## config.mk

```make
export PLATFORM = sky130hd
export DESIGN_NAME = rvPredecTop
export DESIGN_NICKNAME = d
export VERILOG_FILES = /design/src/hdl/rvPredecPkg.sv /design/src/hdl/rvParcelAlign.sv /design/src/hdl/rvPredecClass.sv /design/src/hdl/rvPredecTop.sv /design/src/hdl/rvRasHint.sv
export VERILOG_INCLUDE_DIRS = /design/src /design/src/hdl
export SDC_FILE = /design/constraint.sdc
export NUM_CORES = 1
export LEC_CHECK = 0
export BUFFER_PORTS_ARGS = -buffer_cell sky130_fd_sc_hd__buf_2
export CAP_MARGIN = 5
export CORE_MARGIN = 5
export CORE_UTILIZATION = 30
export CTS_CLUSTER_SIZE = 25
export DETAILED_ROUTE_END_ITERATION = 8
export GPL_ROUTABILITY_DRIVEN = 0
export PLACE_DENSITY = 0.48
export SYNTH_ARGS = -nofsm -noshare
export SYNTH_HDL_FRONTEND = slang
export SYNTH_SLANG_ARGS = --single-unit
```

## constraint.sdc

```tcl
create_clock -name clk -period 8.6 [get_ports clk]
set_input_delay 0.43 -clock clk [delete_from_list [all_inputs] [get_ports clk]]
set_output_delay 0.43 -clock clk [all_outputs]
set_load 0.01 [all_outputs]
```

## src/hdl/rvPredec_params.svh

```systemverilog
`ifndef RVPREDEC_PARAMS_SVH
`define RVPREDEC_PARAMS_SVH

// Number of bits in the class vector, one per predecClassE entry.
`define RVP_CLASS_W 13

// Entries in the return-address stack.
// The depth counter saturates at this value and needs at least 2.
`define RVP_RAS_DEPTH 8

`endif

```

## src/hdl/rvPredecPkg.sv

```systemverilog
package rvPredecPkg;

  // Bit positions inside the class vector.
  typedef enum int unsigned {
    ClsAlu     = 0,
    ClsShift   = 1,
    ClsMul     = 2,
    ClsLoad    = 3,
    ClsStore   = 4,
    ClsLoadFpu = 5,
    ClsJump    = 6,
    ClsIndir   = 7,
    ClsFpu     = 8,
    ClsSys     = 9,
    ClsAmo     = 10,
    ClsPos0    = 11,
    ClsIllegal = 12
  } predecClassE;

  typedef enum logic [1:0] {
    LnkNone  = 2'd0,   // Not a call.
    LnkPlus2 = 2'd1,   // Compressed call.
    LnkPlus4 = 2'd2    // Full-size call.
  } lnkE;

  // ~~~~~~~~~~~~~~~~~~~~~~ Major opcodes ~~~~~~~~~~~~~~~~~~~~~~
  localparam logic [6:0] OpLoad    = 7'b0000011;
  localparam logic [6:0] OpLoadFp  = 7'b0000111;
  localparam logic [6:0] OpMiscMem = 7'b0001111;
  localparam logic [6:0] OpImm     = 7'b0010011;
  localparam logic [6:0] OpAuipc   = 7'b0010111;
  localparam logic [6:0] OpImm32   = 7'b0011011;
  localparam logic [6:0] OpStore   = 7'b0100011;
  localparam logic [6:0] OpStoreFp = 7'b0100111;
  localparam logic [6:0] OpAmo     = 7'b0101111;
  localparam logic [6:0] OpOp      = 7'b0110011;
  localparam logic [6:0] OpLui     = 7'b0110111;
  localparam logic [6:0] OpOp32    = 7'b0111011;
  localparam logic [6:0] OpMadd    = 7'b1000011;
  localparam logic [6:0] OpMsub    = 7'b1000111;
  localparam logic [6:0] OpNmsub   = 7'b1001011;
  localparam logic [6:0] OpNmadd   = 7'b1001111;
  localparam logic [6:0] OpOpFp    = 7'b1010011;
  localparam logic [6:0] OpBranch  = 7'b1100011;
  localparam logic [6:0] OpJalr    = 7'b1100111;
  localparam logic [6:0] OpJal     = 7'b1101111;
  localparam logic [6:0] OpSystem  = 7'b1110011;

endpackage

```

## src/hdl/rvParcelAlign.sv

```systemverilog
module rvParcelAlign (
  input  logic        clk,
  input  logic        rst,
  input  logic        flush,
  input  logic [31:0] fetchWord,
  input  logic        fetchValid,
  output logic        fetchHold,
  output logic [31:0] instr,
  output logic        instrValid,
  output logic        isCompressed,
  output logic        pos0
);

  // Parcel buffer. The oldest halfword sits in the low bits, and unused
  // slots stay zero so the incoming word can be ORed in behind the rest.
  logic [47:0] bufHw;
  logic [2:0]  bufLo;    // Set where the halfword was the low half of its word.
  logic [1:0]  bufCnt;

  logic        take;
  logic [79:0] combHw;
  logic [4:0]  combLo;
  logic [2:0]  combCnt;
  logic        emitC;
  logic        emitF;
  logic [1:0]  useCnt;
  logic [79:0] restHw;
  logic [4:0]  restLo;
  logic [2:0]  restCnt;
  logic        restWhole;

  // The word is consumed only when the buffer has room for it.
  assign take = fetchValid && !fetchHold && !flush;

  // ~~~~~~~~~~~~~~~~~~~ Merge buffer and word ~~~~~~~~~~~~~~~~~~~
  always_comb begin : mergeWord
    combHw  = {32'd0, bufHw};
    combLo  = {2'b00, bufLo};
    combCnt = {1'b0, bufCnt};
    if (take) begin
      combHw  = combHw | ({48'd0, fetchWord} << {bufCnt, 4'b0000});
      combLo  = combLo | (5'b00001 << bufCnt);   // Low half first, then high half.
      combCnt = combCnt + 3'd2;
    end
  end

  // ~~~~~~~~~~~~~~~~~~ Extract oldest instruction ~~~~~~~~~~~~~~~~~~
  // Bits 1..0 of the first parcel give the length.
  assign emitC  = (combCnt != 3'd0) && (combHw[1:0] != 2'b11);
  assign emitF  = (combCnt >= 3'd2) && (combHw[1:0] == 2'b11);
  assign useCnt = emitC ? 2'd1 : (emitF ? 2'd2 : 2'd0);

  assign restHw  = combHw >> {useCnt, 4'b0000};
  assign restLo  = combLo >> useCnt;
  assign restCnt = combCnt - {1'b0, useCnt};

  // A whole instruction left behind means next cycle can emit without a new word.
  assign restWhole = (restCnt >= 3'd2) ||
                     ((restCnt == 3'd1) && (restHw[1:0] != 2'b11));

  always_ff @(posedge clk) begin
    if (rst || flush) begin
      bufHw      <= '0;
      bufLo      <= '0;
      bufCnt     <= '0;
      fetchHold  <= 1'b0;
      instrValid <= 1'b0;
    end else begin
      bufHw      <= restHw[47:0];
      bufLo      <= restLo[2:0];
      bufCnt     <= restCnt[1:0];
      fetchHold  <= restWhole;
      instrValid <= emitC || emitF;
    end
  end

  always_ff @(posedge clk) begin
    if (emitC || emitF) begin
      instr        <= emitC ? {16'd0, combHw[15:0]} : combHw[31:0];
      isCompressed <= emitC;
      pos0         <= combLo[0];   // Where the first parcel came from.
    end
  end

endmodule

```

## src/hdl/rvPredecClass.sv

```systemverilog
`include "rvPredec_params.svh"

module rvPredecClass (
  input  logic                    clk,
  input  logic                    rst,
  input  logic                    flush,
  input  logic [31:0]             instr,
  input  logic                    instrValid,
  input  logic                    isCompressed,
  input  logic                    pos0,
  output logic                    clsValid,
  output logic [`RVP_CLASS_W-1:0] clsVec,
  output logic                    isLnk,
  output logic                    isRet,
  output rvPredecPkg::lnkE        lnk2,
  output logic [31:0]             instrOut
);
  import rvPredecPkg::*;

  logic [`RVP_CLASS_W-1:0] cVec;
  logic [`RVP_CLASS_W-1:0] fVec;
  logic [`RVP_CLASS_W-1:0] baseVec;
  logic [`RVP_CLASS_W-1:0] nextVec;
  logic                    cLnk;
  logic                    cRet;
  logic                    fLnk;
  logic                    fRet;
  logic                    nextLnk;
  logic                    nextRet;

  logic [1:0] quad;
  logic [2:0] cFunct3;
  logic [4:0] cRd;     // Also rs1 for c.jr and c.jalr.
  logic [4:0] cRs2;
  logic [6:0] opcode;
  logic [2:0] funct3;
  logic [6:0] funct7;
  logic [4:0] rd;
  logic [4:0] rs1;

  // x1 and x5 are the link registers.
  function automatic logic isLinkReg(input logic [4:0] r);
    return (r == 5'd1) || (r == 5'd5);
  endfunction

  assign quad    = instr[1:0];
  assign cFunct3 = instr[15:13];
  assign cRd     = instr[11:7];
  assign cRs2    = instr[6:2];
  assign opcode  = instr[6:0];
  assign funct3  = instr[14:12];
  assign funct7  = instr[31:25];
  assign rd      = instr[11:7];
  assign rs1     = instr[19:15];

  // ~~~~~~~~~~~~~~~~~~ Compressed quadrants ~~~~~~~~~~~~~~~~~~
  always_comb begin : compressedDecode
    cVec = '0;
    cLnk = 1'b0;
    cRet = 1'b0;
    case (quad)
      2'b00: begin
        case (cFunct3)
          3'b000: cVec[ClsAlu] = (instr[12:5] != 8'd0);   // c.addi4spn.
          3'b001: begin
            cVec[ClsLoad]    = 1'b1;
            cVec[ClsLoadFpu] = 1'b1;
          end
          3'b010, 3'b011: cVec[ClsLoad] = 1'b1;
          3'b101, 3'b110, 3'b111: cVec[ClsStore] = 1'b1;
          default: ;
        endcase
      end
      2'b01: begin
        case (cFunct3)
          3'b100: begin
            if (!instr[11]) cVec[ClsShift] = 1'b1;   // c.srli and c.srai.
            else cVec[ClsAlu] = 1'b1;
          end
          3'b101, 3'b110, 3'b111: cVec[ClsJump] = 1'b1;
          default: cVec[ClsAlu] = 1'b1;
        endcase
      end
      2'b10: begin
        case (cFunct3)
          3'b000: cVec[ClsShift] = 1'b1;
          3'b001: begin
            cVec[ClsLoad]    = 1'b1;
            cVec[ClsLoadFpu] = 1'b1;
          end
          3'b010, 3'b011: cVec[ClsLoad] = 1'b1;
          3'b100: begin
            if (cRs2 != 5'd0) begin
              cVec[ClsAlu] = 1'b1;   // c.mv and c.add.
            end else if (!instr[12]) begin
              if (cRd != 5'd0) begin
                cVec[ClsJump]  = 1'b1;
                cVec[ClsIndir] = 1'b1;
                cRet           = isLinkReg(cRd);
              end
            end else if (cRd == 5'd0) begin
              cVec[ClsSys] = 1'b1;   // c.ebreak.
            end else begin
              cVec[ClsJump]  = 1'b1;
              cVec[ClsIndir] = 1'b1;
              cLnk           = 1'b1;
            end
          end
          default: cVec[ClsStore] = 1'b1;
        endcase
      end
      default: ;
    endcase
  end

  // ~~~~~~~~~~~~~~~~~~~ 32-bit major opcodes ~~~~~~~~~~~~~~~~~~~
  always_comb begin : fullDecode
    fVec = '0;
    fLnk = 1'b0;
    fRet = 1'b0;
    case (opcode)
      OpLoad: fVec[ClsLoad] = 1'b1;
      OpLoadFp: begin
        fVec[ClsLoad]    = 1'b1;
        fVec[ClsLoadFpu] = 1'b1;
      end
      OpStore, OpStoreFp: fVec[ClsStore] = 1'b1;
      OpImm, OpImm32: begin
        if (funct3 == 3'b001 || funct3 == 3'b101) fVec[ClsShift] = 1'b1;
        else fVec[ClsAlu] = 1'b1;
      end
      OpOp, OpOp32: begin
        if (funct7 == 7'd1) fVec[ClsMul] = 1'b1;
        else if (funct3 == 3'b001 || funct3 == 3'b101) fVec[ClsShift] = 1'b1;
        else fVec[ClsAlu] = 1'b1;
      end
      OpLui, OpAuipc: fVec[ClsAlu] = 1'b1;
      OpBranch: fVec[ClsJump] = 1'b1;
      OpJal: begin
        fVec[ClsJump] = 1'b1;
        fLnk          = isLinkReg(rd);
      end
      OpJalr: begin
        fVec[ClsJump]  = 1'b1;
        fVec[ClsIndir] = 1'b1;
        fLnk           = isLinkReg(rd);
        fRet           = (rd == 5'd0) && isLinkReg(rs1);
      end
      OpOpFp, OpMadd, OpMsub, OpNmsub, OpNmadd: fVec[ClsFpu] = 1'b1;
      OpSystem, OpMiscMem: fVec[ClsSys] = 1'b1;
      OpAmo: fVec[ClsAmo] = 1'b1;
      default: ;
    endcase
  end

  always_comb begin : mergeSize
    baseVec = isCompressed ? cVec : fVec;
    nextLnk = isCompressed ? cLnk : fLnk;
    nextRet = isCompressed ? cRet : fRet;
    nextVec = baseVec;
    nextVec[ClsPos0]    = pos0;
    nextVec[ClsIllegal] = (instr[15:0] == 16'd0) || (baseVec == '0);
  end

  always_ff @(posedge clk) begin
    if (rst || flush) clsValid <= 1'b0;
    else clsValid <= instrValid;
  end

  always_ff @(posedge clk) begin
    if (instrValid) begin
      clsVec   <= nextVec;
      isLnk    <= nextLnk;
      isRet    <= nextRet;
      lnk2     <= !nextLnk ? LnkNone : (isCompressed ? LnkPlus2 : LnkPlus4);
      instrOut <= instr;   // Travels alongside the class to the RAS stage.
    end
  end

endmodule

```

## src/hdl/rvPredecTop.sv

```systemverilog
`include "rvPredec_params.svh"

module rvPredecTop (
  input  logic                                  clk,
  input  logic                                  rst,
  input  logic                                  flush,
  input  logic [31:0]                           fetchWord,
  input  logic                                  fetchValid,
  output logic                                  fetchHold,
  output logic                                  outValid,
  output logic [31:0]                           outInstr,
  output logic [`RVP_CLASS_W-1:0]               outClass,
  output rvPredecPkg::lnkE                      outLnk2,
  output logic                                  rasPush,
  output logic                                  rasPop,
  output logic                                  rasHit,
  output logic [$clog2(`RVP_RAS_DEPTH + 1)-1:0] rasDepth
);
  import rvPredecPkg::*;

  // Aligner to classifier.
  logic [31:0] instr;
  logic        instrValid;
  logic        isCompressed;
  logic        pos0;

  // Classifier to RAS stage.
  logic                    clsValid;
  logic [`RVP_CLASS_W-1:0] clsVec;
  logic                    isLnk;
  logic                    isRet;
  lnkE                     lnk2;
  logic [31:0]             clsInstr;

  rvParcelAlign align0 (
    .clk(clk), .rst(rst), .flush(flush),
    .fetchWord(fetchWord), .fetchValid(fetchValid), .fetchHold(fetchHold),
    .instr(instr), .instrValid(instrValid),
    .isCompressed(isCompressed), .pos0(pos0)
  );

  rvPredecClass class0 (
    .clk(clk), .rst(rst), .flush(flush),
    .instr(instr), .instrValid(instrValid),
    .isCompressed(isCompressed), .pos0(pos0),
    .clsValid(clsValid), .clsVec(clsVec), .isLnk(isLnk), .isRet(isRet),
    .lnk2(lnk2), .instrOut(clsInstr)
  );

  rvRasHint ras0 (
    .clk(clk), .rst(rst),
    .clsValid(clsValid), .clsVec(clsVec), .isLnk(isLnk), .isRet(isRet),
    .lnk2(lnk2), .instrIn(clsInstr),
    .outValid(outValid), .outInstr(outInstr), .outClass(outClass),
    .outLnk2(outLnk2), .rasPush(rasPush), .rasPop(rasPop),
    .rasHit(rasHit), .rasDepth(rasDepth)
  );

endmodule

```

## src/hdl/rvRasHint.sv

```systemverilog
`include "rvPredec_params.svh"

module rvRasHint (
  input  logic                                    clk,
  input  logic                                    rst,
  input  logic                                    clsValid,
  input  logic [`RVP_CLASS_W-1:0]                 clsVec,
  input  logic                                    isLnk,
  input  logic                                    isRet,
  input  rvPredecPkg::lnkE                        lnk2,
  input  logic [31:0]                             instrIn,
  output logic                                    outValid,
  output logic [31:0]                             outInstr,
  output logic [`RVP_CLASS_W-1:0]                 outClass,
  output rvPredecPkg::lnkE                        outLnk2,
  output logic                                    rasPush,
  output logic                                    rasPop,
  output logic                                    rasHit,
  output logic [$clog2(`RVP_RAS_DEPTH + 1)-1:0]   rasDepth
);

  localparam int DepthW = $clog2(`RVP_RAS_DEPTH + 1);
  localparam logic [DepthW-1:0] MaxDepth = DepthW'(`RVP_RAS_DEPTH);

  logic              doPush;
  logic              doPop;
  logic [DepthW-1:0] popDepth;
  logic [DepthW-1:0] nextDepth;

  assign doPush = clsValid && isLnk;
  assign doPop  = clsValid && isRet;

  // Pop first, then push. An instruction that does both leaves the depth alone.
  assign popDepth  = (doPop && rasDepth != '0) ? rasDepth - 1'b1 : rasDepth;
  assign nextDepth = (doPush && popDepth != MaxDepth) ? popDepth + 1'b1 : popDepth;

  always_ff @(posedge clk) begin
    if (rst) begin
      outValid <= 1'b0;
      rasPush  <= 1'b0;
      rasPop   <= 1'b0;
      rasHit   <= 1'b0;
      rasDepth <= '0;
    end else begin
      outValid <= clsValid;
      rasPush  <= doPush;
      rasPop   <= doPop;
      rasHit   <= doPop && (rasDepth != '0);   // The stack had a target for it.
      rasDepth <= nextDepth;
    end
  end

  always_ff @(posedge clk) begin
    if (clsValid) begin
      outInstr <= instrIn;
      outClass <= clsVec;
      outLnk2  <= lnk2;
    end
  end

endmodule

```

==> reports/summary.txt, run 1 <==
Port Buf Inserts: 91
Worst path bufs/invs: 3
Detail-routed via count per cell: 4.95
Final critical-path required period: 3.20 ns
Number of endpoints with negative hold slack in the final report: 0
Total wirelength of the detailed-routed design: 19.2 mm
Initial Util: 30.3%
Clock Skew: 0.0195 ns
Final layout net count: 790
Number of distinct library cells after synthesis: 57
Worst path cell trace: buf_4 > inv_2 > a31oi_1 > o21ai_2 > inv_2 > ha_1 > fa_1 > nand2_1 > nand2_1 > nand2_1
Number of instances in the synthesized netlist: 659
Width of the chip: 172 µm
First-pass detailed-route iteration total: 5
GRT Total Usage: 13.2%
Routed via count: 5395
Fmax achieved: 0.313 GHz
Antenna diode count: 0
Most used cell along the critical path: nand2_1
HPWL reported at the end of detailed placement: 12.9 mm
Wire length of the first global-routing pass: 29.7 mm
Area Growth Syn to Fin: 17.2%
CP Data Required Time: 8.98 ns
Synthesized net count: 706
Unrepaired setup endpoints after global routing: false
Maximum fanout along the worst path: 70
Filler Cell Count: 2597
Number of antenna violations at the first check in global routing: 0
Buffer depth of the longest clock path: 2
Status: finished clean
Pin count of the biggest net entering global routing: 71
Portion of the post-synthesis area used by sequential elements: 65.9%
Post-synthesis area per instance: 11.9 µm²
Worst slew margin relative to its limit: 29.0%
Violation count after the first detailed-route iteration: 500
Total negative slack for setup checks: 0 ns
Total of cells resized after clock tree synthesis: 0
Worst-case setup margin in the final layout: 5.40 ns
Classification of the worst-slack hold path: in2reg
Async set-or-reset flop fraction in the synthesized netlist: 0%
Buffer cell driving the clock tree root: clkbuf_16
Cell Pwr Density: 294 nW/µm²
Top delay family on crit path: buffers and inverters
Total setup violations reported at the end of the flow: 0
Post-route clock period utilization: 37.2%
Synthesis warning total: 0
Hold buffers post-CTS: 0
Count of state elements after synthesis: 194
Kind of start point of the critical path: register
Hold Worst Slack: 0.217 ns
Count of flip-flops with a built-in enable after synthesis: 130
Die height: 172 µm
H-tree depth: 4
Residual DRC count: 0
Area of the mapped netlist: 7860 µm²
Crit Path Class: reg2reg
Placement-stage worst setup slack: 5.38 ns
Final Util: 35.6%
FP Rows: 59
Die footprint: 29500 µm²
Share of cells above drive strength 1: 20.0%
Delay of the slowest cell on the worst path: 0.78 ns
Highest-delay cell along the critical path: inv_2
Maximum ir drop on the vdd rail: 0.000127 V
Max-slew violation total from the final report: 0
Flip-flop cell with the highest count after synthesis: edfxtp_1
Number of CTS-inserted buffers: 17
Buffers inserted during post-CTS setup optimization: 0
Average wire per standard cell: 17.6 µm
Antenna-violating nets left: 0
Critical Path Sink Type: register
Slew at the pin with the worst max-slew slack: 1.06 ns
Max-cap viol count: 0
Clock sinks: 194
Via count of the first global-routing pass: 5153
Leakage: 3.42 nW
Clock latency reported for the late side of the worst-skew pair: 0.43 ns
Total Power Consumption: 2.70 mW
Grt total ovfl: 0
Clock transition at the registers of the reported paths: 0.08 ns
Core area: 25900 µm²
Top-Level Pins: 92
CTS tree: yes
Crit path arrival time: 3.58 ns
-- state kept, by name, indices dropped and copies added (netlist names), 2 cells and up --
signal,cells
align0.bufCnt,2
ras0.outClass,13
ras0.outInstr,32
class0.lnk2,2
align0.instr,32
class0.instrOut,32
class0.clsVec,13
ras0.outLnk2,2
ras0.rasDepth,4
align0.bufHw,48
align0.bufLo,3
-- layer usage --
layer  up-vias  part of all wire [%]  track usage (%)
met4         0                   1.9             4.99
li1       2636                     -                -
met3        15                   6.0             3.06
met2       176                    45             19.6
met1      2568                    47             18.7
met5         -                     0                0
-- layout by cell type (no fill, tap or decap), drive strengths merged, types with 15 or more instances in the layout --
| cell type | Yosys | final |
|---|---|---|
| a21o | 15 | 15 |
| a21oi | 47 | 47 |
| a221o | 16 | 16 |
| buf | 16 | 99 |
| clkbuf | 18 | 17 |
| dfxtp | 64 | 64 |
| edfxtp | 130 | 130 |
| inv | 18 | 27 |
| mux2i | 15 | 15 |
| nand2 | 38 | 38 |
| nor2 | 89 | 89 |
| o21ai | 58 | 58 |
| o22ai | 32 | 32 |
-- worst reg2reg max path: stages (launching register included) --
cell	delay [ns]
dfxtp_1	0.31
buf_4	0.35
inv_2	0.20
a31oi_1	0.44
o21ai_2	0.14
inv_2	0.78
ha_1	0.31
fa_1	0.44
nand2_1	0.07
nand2_1	0.05
nand2_1	0.05
-- worst paths after layout --
| path | startpoint | endpoint | slack (ns) | depth (start not counted) |
|---|---|---|---|---|
| max | align0.bufCnt[0]$_SDFF_PP0_ | align0.fetchHold$_SDFF_PP0_ | 5.40 | 10 |
| min | fetchWord[23] | align0.bufHw[39]$_SDFF_PP0_ | 0.22 | 3 |
| max reg2reg | align0.bufCnt[0]$_SDFF_PP0_ | align0.fetchHold$_SDFF_PP0_ | 5.40 | 10 |
| min reg2reg | class0.instrOut[16]$_DFFE_PP_ | ras0.outInstr[16]$_DFFE_PP_ | 0.41 | 0 |
-- synthesized netlist by cell type (3+ instances only) --
master      n  area, µm²
edfxtp_1  130       3900
nor2_1     87        327
dfxtp_1    64       1280
o21ai_0    54        270
a21oi_1    47        235
nand2_1    37        139
o22ai_1    32        200
clkbuf_1   17       63.8
a221o_1    16        160
a21o_1     15        113
inv_1      15       56.3
mux2i_1    15        150
buf_2      11       55.1
nor3_1     11       55.1
ha_1       10        125
nand3_1     9       45.0
a31oi_1     5       31.3
and2_1      5       31.3
nor2b_1     5       31.3
or3_1       5       31.3
and3_1      4       25.0
mux2_2      4       45.0
nand2b_1    4       25.0
o21ai_1     4       20.0
xnor2_1     4       35.0
buf_1       3       11.3
inv_2       3       11.3
nand4_1     3       18.8
o31ai_1     3       22.5
or2_2       3       18.8
or4_1       3       22.5
-- cell families after synthesis --
family	synth area share, %
multiplexers	2.48
adder cells (fa/ha/maj)	1.85
AO/OA/AOI/OAI	14.5
AND/OR/NAND/NOR	11.8
flip-flops	65.9
XOR/XNOR	0.557
buffers and inverters	2.86
-- power breakdown --
part	switching (mW)	internal [mW]	total (mW)
sequential	0.114	1.22	1.33
clock	0.373	0.385	0.757
combinational	0.416	0.196	0.613
-- area by class of cell --
| class | count | area (µm²) | area share (%) |
|---|---|---|---|
| flip-flops and latches | 194 | 5190 | 56.3 |
| multi-input cells | 413 | 2460 | 26.7 |
| repair buffers | 99 | 515 | 5.60 |
| clock buffers | 17 | 425 | 4.62 |
| well taps | 335 | 419 | 4.55 |
| clock inverters | 15 | 139 | 1.51 |
| inverters | 18 | 67.6 | 0.733 |
-- metrics by stage --
stage / std cells / cell area (µm²)
CTS: 1091 / 9210
global placement: 1059 / 8650
global route: 1091 / 9210
floorplan: 659 / 7860
detailed placement: 1059 / 8650
finish: 1091 / 9210
(Power assumes the default switching activity.)
==> run 2, diff against run 1 <==
Settings changed: PLACE_DENSITY 0.48 to 0.49.
Clock period 8.6 ns to 2.6 ns, I/O delays scaled along.
==> run 2 against run 1 <==
Net effect:
- final area is 4.0% higher
- utilization rose by 1.4 points
- first-iteration DRC count fell by 49%
- power grew to 3.4 times the previous value
- critical endpoint is now align0.instr[1]$_DFFE_PP_
- wire length rose by 2.0%
- via count up 1.1%
- critical path depth fell by 1
- highest routed layer unchanged
- non-clock buffer count rose by 35
- sequential share of layout area down 2.1 points
- combinational power increased to 3.7 times the previous value
==> reports/summary.txt, run 2 (synthesis results as in run 1) <==
Status: finished clean (unchanged)
Core area: 25900 µm² (unchanged)
Number of antenna violations at the first check in global routing: 0 (unchanged)
Cell Pwr Density: 961 nW/µm² (was 294 nW/µm²)
Final layout net count: 825 (was 790)
Met3 Use GR: 2.95% (was 3.06%)
Buffer cell driving the clock tree root: clkbuf_16 (unchanged)
Detail-routed via count per cell: 4.84 (was 4.95)
Hold Worst Slack: 0.0457 ns (was 0.217 ns)
Final Instance Area: 9580 µm² (was 9210 µm²)
H-tree depth: 4 (unchanged)
Number of endpoints with negative hold slack in the final report: 0 (unchanged)
Post-route clock period utilization: 90.9% (was 37.2%)
Clock Skew: 0.00992 ns (was 0.0195 ns)
Clock sinks: 194 (unchanged)
Leakage: 3.59 nW (was 3.42 nW)
Worst Min Path Start: fetchWord[2] (was fetchWord[23])
Post-placement cell area: 8820 µm² (was 8650 µm²)
Grt total ovfl: 0 (unchanged)
CTS tree: yes (unchanged)
Slew at the pin with the worst max-slew slack: 0.881 ns (was 1.06 ns)
Number of CTS-inserted buffers: 17 (unchanged)
Violation count after the first detailed-route iteration: 255 (was 500)
Share of cells above drive strength 1: 21.6% (was 20.0%)
Pin count of the biggest net entering global routing: 70 (was 71)
Port Buf Inserts: 91 (unchanged)
Max reg flops: 48 (unchanged)
Crit path arrival time: 2.55 ns (was 3.58 ns)
Wire length of the first global-routing pass: 30.5 mm (was 29.7 mm)
Max-cap viol count: 0 (unchanged)
HPWL reported at the end of detailed placement: 13.4 mm (was 12.9 mm)
Start of the worst register-to-register path: align0.fetchHold$_SDFF_PP0_ (was align0.bufCnt[0]$_SDFF_PP0_)
Reg with most FFs: align0.bufHw (unchanged)
Die height: 172 µm (unchanged)
Width of the chip: 172 µm (unchanged)
First-pass detailed-route iteration total: 5 (unchanged)
Critical Path Sink Type: register (unchanged)
Setup crit start: align0.fetchHold$_SDFF_PP0_ (was align0.bufCnt[0]$_SDFF_PP0_)
Most common cell after layout, fill and taps aside: edfxtp_1 (unchanged)
Die footprint: 29500 µm² (unchanged)
Residual DRC count: 0 (unchanged)
GRT Total Usage: 13.5% (was 13.2%)
Unrepaired setup endpoints after global routing: false (unchanged)
Area Growth Syn to Fin: 21.8% (was 17.2%)
Fmax achieved: 0.423 GHz (was 0.313 GHz)
Met1 GRT Util: 18.8% (was 18.7%)
Average wire per standard cell: 17.4 µm (was 17.6 µm)
Total negative slack for setup checks: 0 ns (unchanged)
Buffers inserted during post-CTS setup optimization: 0 (unchanged)
Total wirelength of the detailed-routed design: 19.6 mm (was 19.2 mm)
Buffer depth of the longest clock path: 2 (unchanged)
Antenna-violating nets left: 0 (unchanged)
Routed via count: 5452 (was 5395)
Classification of the worst-slack hold path: in2reg (unchanged)
Maximum fanout along the worst path: 37 (was 70)
Kind of start point of the critical path: register (unchanged)
Antenna diode count: 0 (unchanged)
Total setup violations reported at the end of the flow: 0 (unchanged)
Met2 global-route usage: 21.7% (was 19.6%)
Clock latency reported for the late side of the worst-skew pair: 0.43 ns (about the same)
Most used routing layer: met2 (unchanged)
Clock transition at the registers of the reported paths: 0.07 ns (was 0.08 ns)
Crit Path Class: reg2reg (unchanged)
Maximum ir drop on the vdd rail: 0.000552 V (was 0.000127 V)
Top library cells by usage in the layout, fill and taps aside: 130 x edfxtp_1, 91 x buf_2, 87 x nor2_1, 61 x dfxtp_1, 54 x o21ai_0 (was 130 x edfxtp_1, 91 x buf_2, 87 x nor2_1, 62 x dfxtp_1, 54 x o21ai_0)
FP Rows: 59 (unchanged)
CP Data Required Time: 2.79 ns (was 8.98 ns)
Top-Level Pins: 92 (unchanged)
Worst slew margin relative to its limit: 41.2% (was 29.0%)
Initial Util: 30.3% (unchanged)
Max-slew violation total from the final report: 0 (unchanged)
Final critical-path required period: 2.36 ns (was 3.20 ns)
Via count of the first global-routing pass: 5337 (was 5153)
## run 2: report_power, final
part | switching [mW] | leakage, nW | internal (mW)
Clock | 1.29 | 0.282 | 1.29
Sequential | 0.323 | 1.73 | 4.03
Combinational | 1.47 | 1.58 | 0.801
## run 2: layout make-up
class | instances | area (µm²)
multi-input combinational | 413 | 2470
inverter | 18 | 67.6
tap | 335 | 419
clock inverter | 15 | 153
clock buffer | 17 | 425
sequential | 194 | 5190
timing repair buffer | 134 | 858
fill | 2556 | 16300
## run 2: final timing paths
path,end,slack (ns),cells after the start
max,align0.instr[1]$_DFFE_PP_,0.24,9
min,align0.instr[2]$_DFFE_PP_,0.05,2
max reg2reg,align0.instr[1]$_DFFE_PP_,0.24,9
min reg2reg,ras0.outInstr[7]$_DFFE_PP_,0.42,0
## run 2: critical path, cell delays in order (launching register included)
cell and delay [ns]:
dfxtp_2 0.35, nor2_1 0.12, nand2_1 0.11, ha_1 0.34, inv_1 0.11, nand2_1 0.10
o21ai_2 0.09, buf_4 0.39, nand2_2 0.25, buf_12 0.23
## run 2: per-stage QoR
stage / setup slack (ns) / power, mW / cells / util [%]
floorplan: 0.0161 / 5.83 / 659 / -
global placement: 0.272 / 6.69 / 1077 / 34.0
detailed placement: 0.239 / 6.70 / 1077 / 34.0
CTS: 0.211 / 9.31 / 1126 / 36.9
global route: 0.0423 / 9.73 / 1126 / 37.0
finish: 0.236 / 9.20 / 1126 / 37.0
## run 2: what timing repair did
item,in CTS,in global routing
hold endpoints to repair,18,0
endpoints found under the setup margin,0,1
hold buffers,17,0
resized for setup,0,1
## run 2: routing by layer
metal / wire length, µm / vias to the layer above
met4: 142 / 0
met3: 798 / 14
li1: - / 2712
met5: 0 / -
met1: 9370 / 2623
met2: 9280 / 103
==> run 3, diff against run 2 <==
Settings changed: REMOVE_ABC_BUFFERS from default to 1.
==> run 3 against run 2 <==
Net effect:
- sequential cell count stayed put
- die area stayed put
- global-route usage grew 0.14 points
- utilization rose by 0.053 points
- largest cell class unchanged
==> reports/summary.txt, run 3 (synthesis results as in run 1) <==
Reg with most FFs: align0.bufHw (unchanged)
Most common cell after layout, fill and taps aside: edfxtp_1 (unchanged)
Cell Pwr Density: 964 nW/µm² (was 961 nW/µm²)
Die height: 172 µm (unchanged)
Antenna-violating nets left: 0 (unchanged)
Clock sinks: 194 (unchanged)
Total negative slack for setup checks: 0 ns (unchanged)
Number of CTS-inserted buffers: 17 (unchanged)
Worst r2r dst: class0.clsVec[12]$_DFFE_PP_ (was align0.instr[1]$_DFFE_PP_)
Worst slew margin relative to its limit: 39.6% (was 41.2%)
HPWL reported at the end of detailed placement: 13.6 mm (was 13.4 mm)
Total wirelength of the detailed-routed design: 19.8 mm (was 19.6 mm)
Critical path capture point: class0.clsVec[12]$_DFFE_PP_ (was align0.instr[1]$_DFFE_PP_)
Buffer cell driving the clock tree root: clkbuf_16 (unchanged)
GRT Total Usage: 13.6% (was 13.5%)
H-tree depth: 4 (unchanged)
Total Power Consumption: 9.25 mW (was 9.20 mW)
Max-slew violation total from the final report: 0 (unchanged)
Setup slack on the worst flop-to-flop path: 0.23 ns (was 0.24 ns)
Critical Path Sink Type: register (unchanged)
FP Rows: 59 (unchanged)
Clock transition at the registers of the reported paths: 0.07 ns (about the same)
First-pass detailed-route iteration total: 4 (was 5)
Setup crit start: align0.instr[27]$_SDFFCE_PP0P_ (was align0.fetchHold$_SDFF_PP0_)
CP Data Required Time: 2.86 ns (was 2.79 ns)
Classification of the worst-slack hold path: in2reg (unchanged)
Most used cell along the critical path: or4_1 (was nand2_1)
Delay of the slowest cell on the worst path: 0.60 ns (was 0.39 ns)
CTS tree: yes (unchanged)
Violation count after the first detailed-route iteration: 380 (was 255)
Routed via count: 5474 (was 5452)
Cell Count, Final, Fillers Out: 1124 (was 1126)
Leakage: 3.59 nW (about the same)
Grt total ovfl: 0 (unchanged)
Top-Level Pins: 92 (unchanged)
Antenna diode count: 0 (unchanged)
Cells on worst reg2reg path: 5 (was 9)
Port Buf Inserts: 91 (unchanged)
Clock Skew: 0.00987 ns (was 0.00992 ns)
Pin count of the biggest net entering global routing: 70 (unchanged)
Width of the chip: 172 µm (unchanged)
Residual DRC count: 0 (unchanged)
Via count of the first global-routing pass: 5221 (was 5337)
Post-placement cell area: 8830 µm² (was 8820 µm²)
Average wire per standard cell: 17.6 µm (was 17.4 µm)
Max-cap viol count: 0 (unchanged)
Top library cells by usage in the layout, fill and taps aside: 130 x edfxtp_1, 91 x buf_2, 87 x nor2_1, 62 x dfxtp_1, 54 x o21ai_0 (was 130 x edfxtp_1, 91 x buf_2, 87 x nor2_1, 61 x dfxtp_1, 54 x o21ai_0)
Worst-case setup margin in the final layout: 0.232 ns (was 0.236 ns)
Final critical-path required period: 2.37 ns (was 2.36 ns)
Number of endpoints with negative hold slack in the final report: 0 (unchanged)
Final layout net count: 823 (was 825)
Cell count after placement: 1075 (was 1077)
Post-route clock period utilization: 91.1% (was 90.9%)
Core area: 25900 µm² (unchanged)
Crit path arrival time: 2.63 ns (was 2.55 ns)
Initial Util: 30.3% (unchanged)
Die footprint: 29500 µm² (unchanged)
Filler Cell Count: 2570 (was 2556)
Detail-routed via count per cell: 4.87 (was 4.84)
Clock latency reported for the late side of the worst-skew pair: 0.43 ns (about the same)
Area Growth Syn to Fin: 22.0% (was 21.8%)
Buffer depth of the longest clock path: 2 (unchanged)
Maximum ir drop on the vdd rail: 0.000468 V (was 0.000552 V)
Kind of start point of the critical path: register (unchanged)
Share of cells above drive strength 1: 21.0% (was 21.6%)
Wire length of the first global-routing pass: 30.9 mm (was 30.5 mm)
Slew at the pin with the worst max-slew slack: 0.906 ns (was 0.881 ns)
Crit Path Class: reg2reg (unchanged)
Buffers inserted during post-CTS setup optimization: 0 (unchanged)
Worst path cell trace: or4_1 > nor4_4 > o31ai_1 > or4_1 > o21ai_0 (was nor2_1 > nand2_1 > ha_1 > inv_1 > nand2_1 > o21ai_2 > buf_4 > nand2_2 > buf_12)
Max reg flops: 48 (unchanged)
Maximum fanout along the worst path: 4 (was 37)
Highest-delay cell along the critical path: or4_1 (was buf_4)
Fmax achieved: 0.422 GHz (was 0.423 GHz)
Number of antenna violations at the first check in global routing: 0 (unchanged)
Placement-stage worst setup slack: 0.187 ns (was 0.239 ns)
Unrepaired setup endpoints after global routing: false (unchanged)
Start of the worst register-to-register path: align0.instr[27]$_SDFFCE_PP0P_ (was align0.fetchHold$_SDFF_PP0_)
Final Instance Area: 9590 µm² (was 9580 µm²)
Status: finished clean (unchanged)
Total setup violations reported at the end of the flow: 0 (unchanged)
==> run 3: cell types whose count changed in the layout (fill, tap and decap cells not counted), moves of 2 or more <==
cell      before  now
inv_8          5    0
buf_4         23   19
clkbuf_1       0    3
buf_12         3    5
clkinv_2       0    2
clkinv_8       2    0
inv_6          5    3
==> run 3: worst min-delay path by stage <==
stage | from | to | slack (ns) | depth (start not counted)
floorplan | rst | ras0.rasDepth[2]$_SDFF_PP0_ | 0.20 | 1
global placement | fetchWord[16] | align0.bufHw[32]$_SDFF_PP0_ | 0.36 | 3
detailed placement | fetchWord[18] | align0.bufHw[34]$_SDFF_PP0_ | 0.37 | 3
CTS | fetchWord[4] | align0.instr[4]$_DFFE_PP_ | 0.03 | 2
global route | fetchWord[4] | align0.instr[4]$_DFFE_PP_ | 0.04 | 2
finish | fetchWord[8] | align0.instr[8]$_DFFE_PP_ | 0.05 | 2
==> run 3: report_power, final <==
| part | leakage (nW) | switching (mW) | internal (mW) | total [mW] |
|---|---|---|---|---|
| Combinational | 1.58 | 1.43 | 0.803 | 2.24 |
| Sequential | 1.73 | 0.400 | 4.04 | 4.44 |
| Clock | 0.277 | 1.16 | 1.41 | 2.57 |
| Total | 3.59 | 3.00 | 6.25 | 9.25 |
==> run 3: area by class of cell <==
type	count	area, µm²	share of cell area, %
tap	335	419	4.37
clock buffer	22	475	4.96
clock inverter	10	96.3	1.00
sequential	194	5190	54.1
inverter	18	67.6	0.704
multi-input combinational	413	2480	25.8
timing repair buffer	132	868	9.05
==> run 3: critical path: cells and delay by family, from the launching register on <==
kind            cells  cell delay, ns
simple gates        3            1.42
flops               1            0.39
compound gates      2            0.38
==> run 3: routing by layer <==
metal | part of all wire (%) | routed length [µm] | GRT usage (%) | vias up
met1 | 47 | 9400 | 18.4 | 2658
met4 | 1.0 | 197 | 4.00 | 0
met2 | 47 | 9360 | 22.2 | 112
met5 | 0 | 0 | 0 | -
li1 | - | - | - | 2689
met3 | 4.2 | 836 | 2.93 | 15
==> run 3: through the flow <==
stage	util [%]	hold WS [ns]
after detailed placement	34.1	0.367
after floorplan	-	0.202
after global placement	34.1	0.358
final	37.0	0.0490
after CTS	36.9	0.0250
after global routing	37.0	0.0432
==> run 3: timing repair <==
action | CTS | global route
hold buffers | 17 | 0
resized for setup | 0 | 3
endpoints found under the hold margin | 20 | 0
endpoints found under the setup margin | 0 | 40
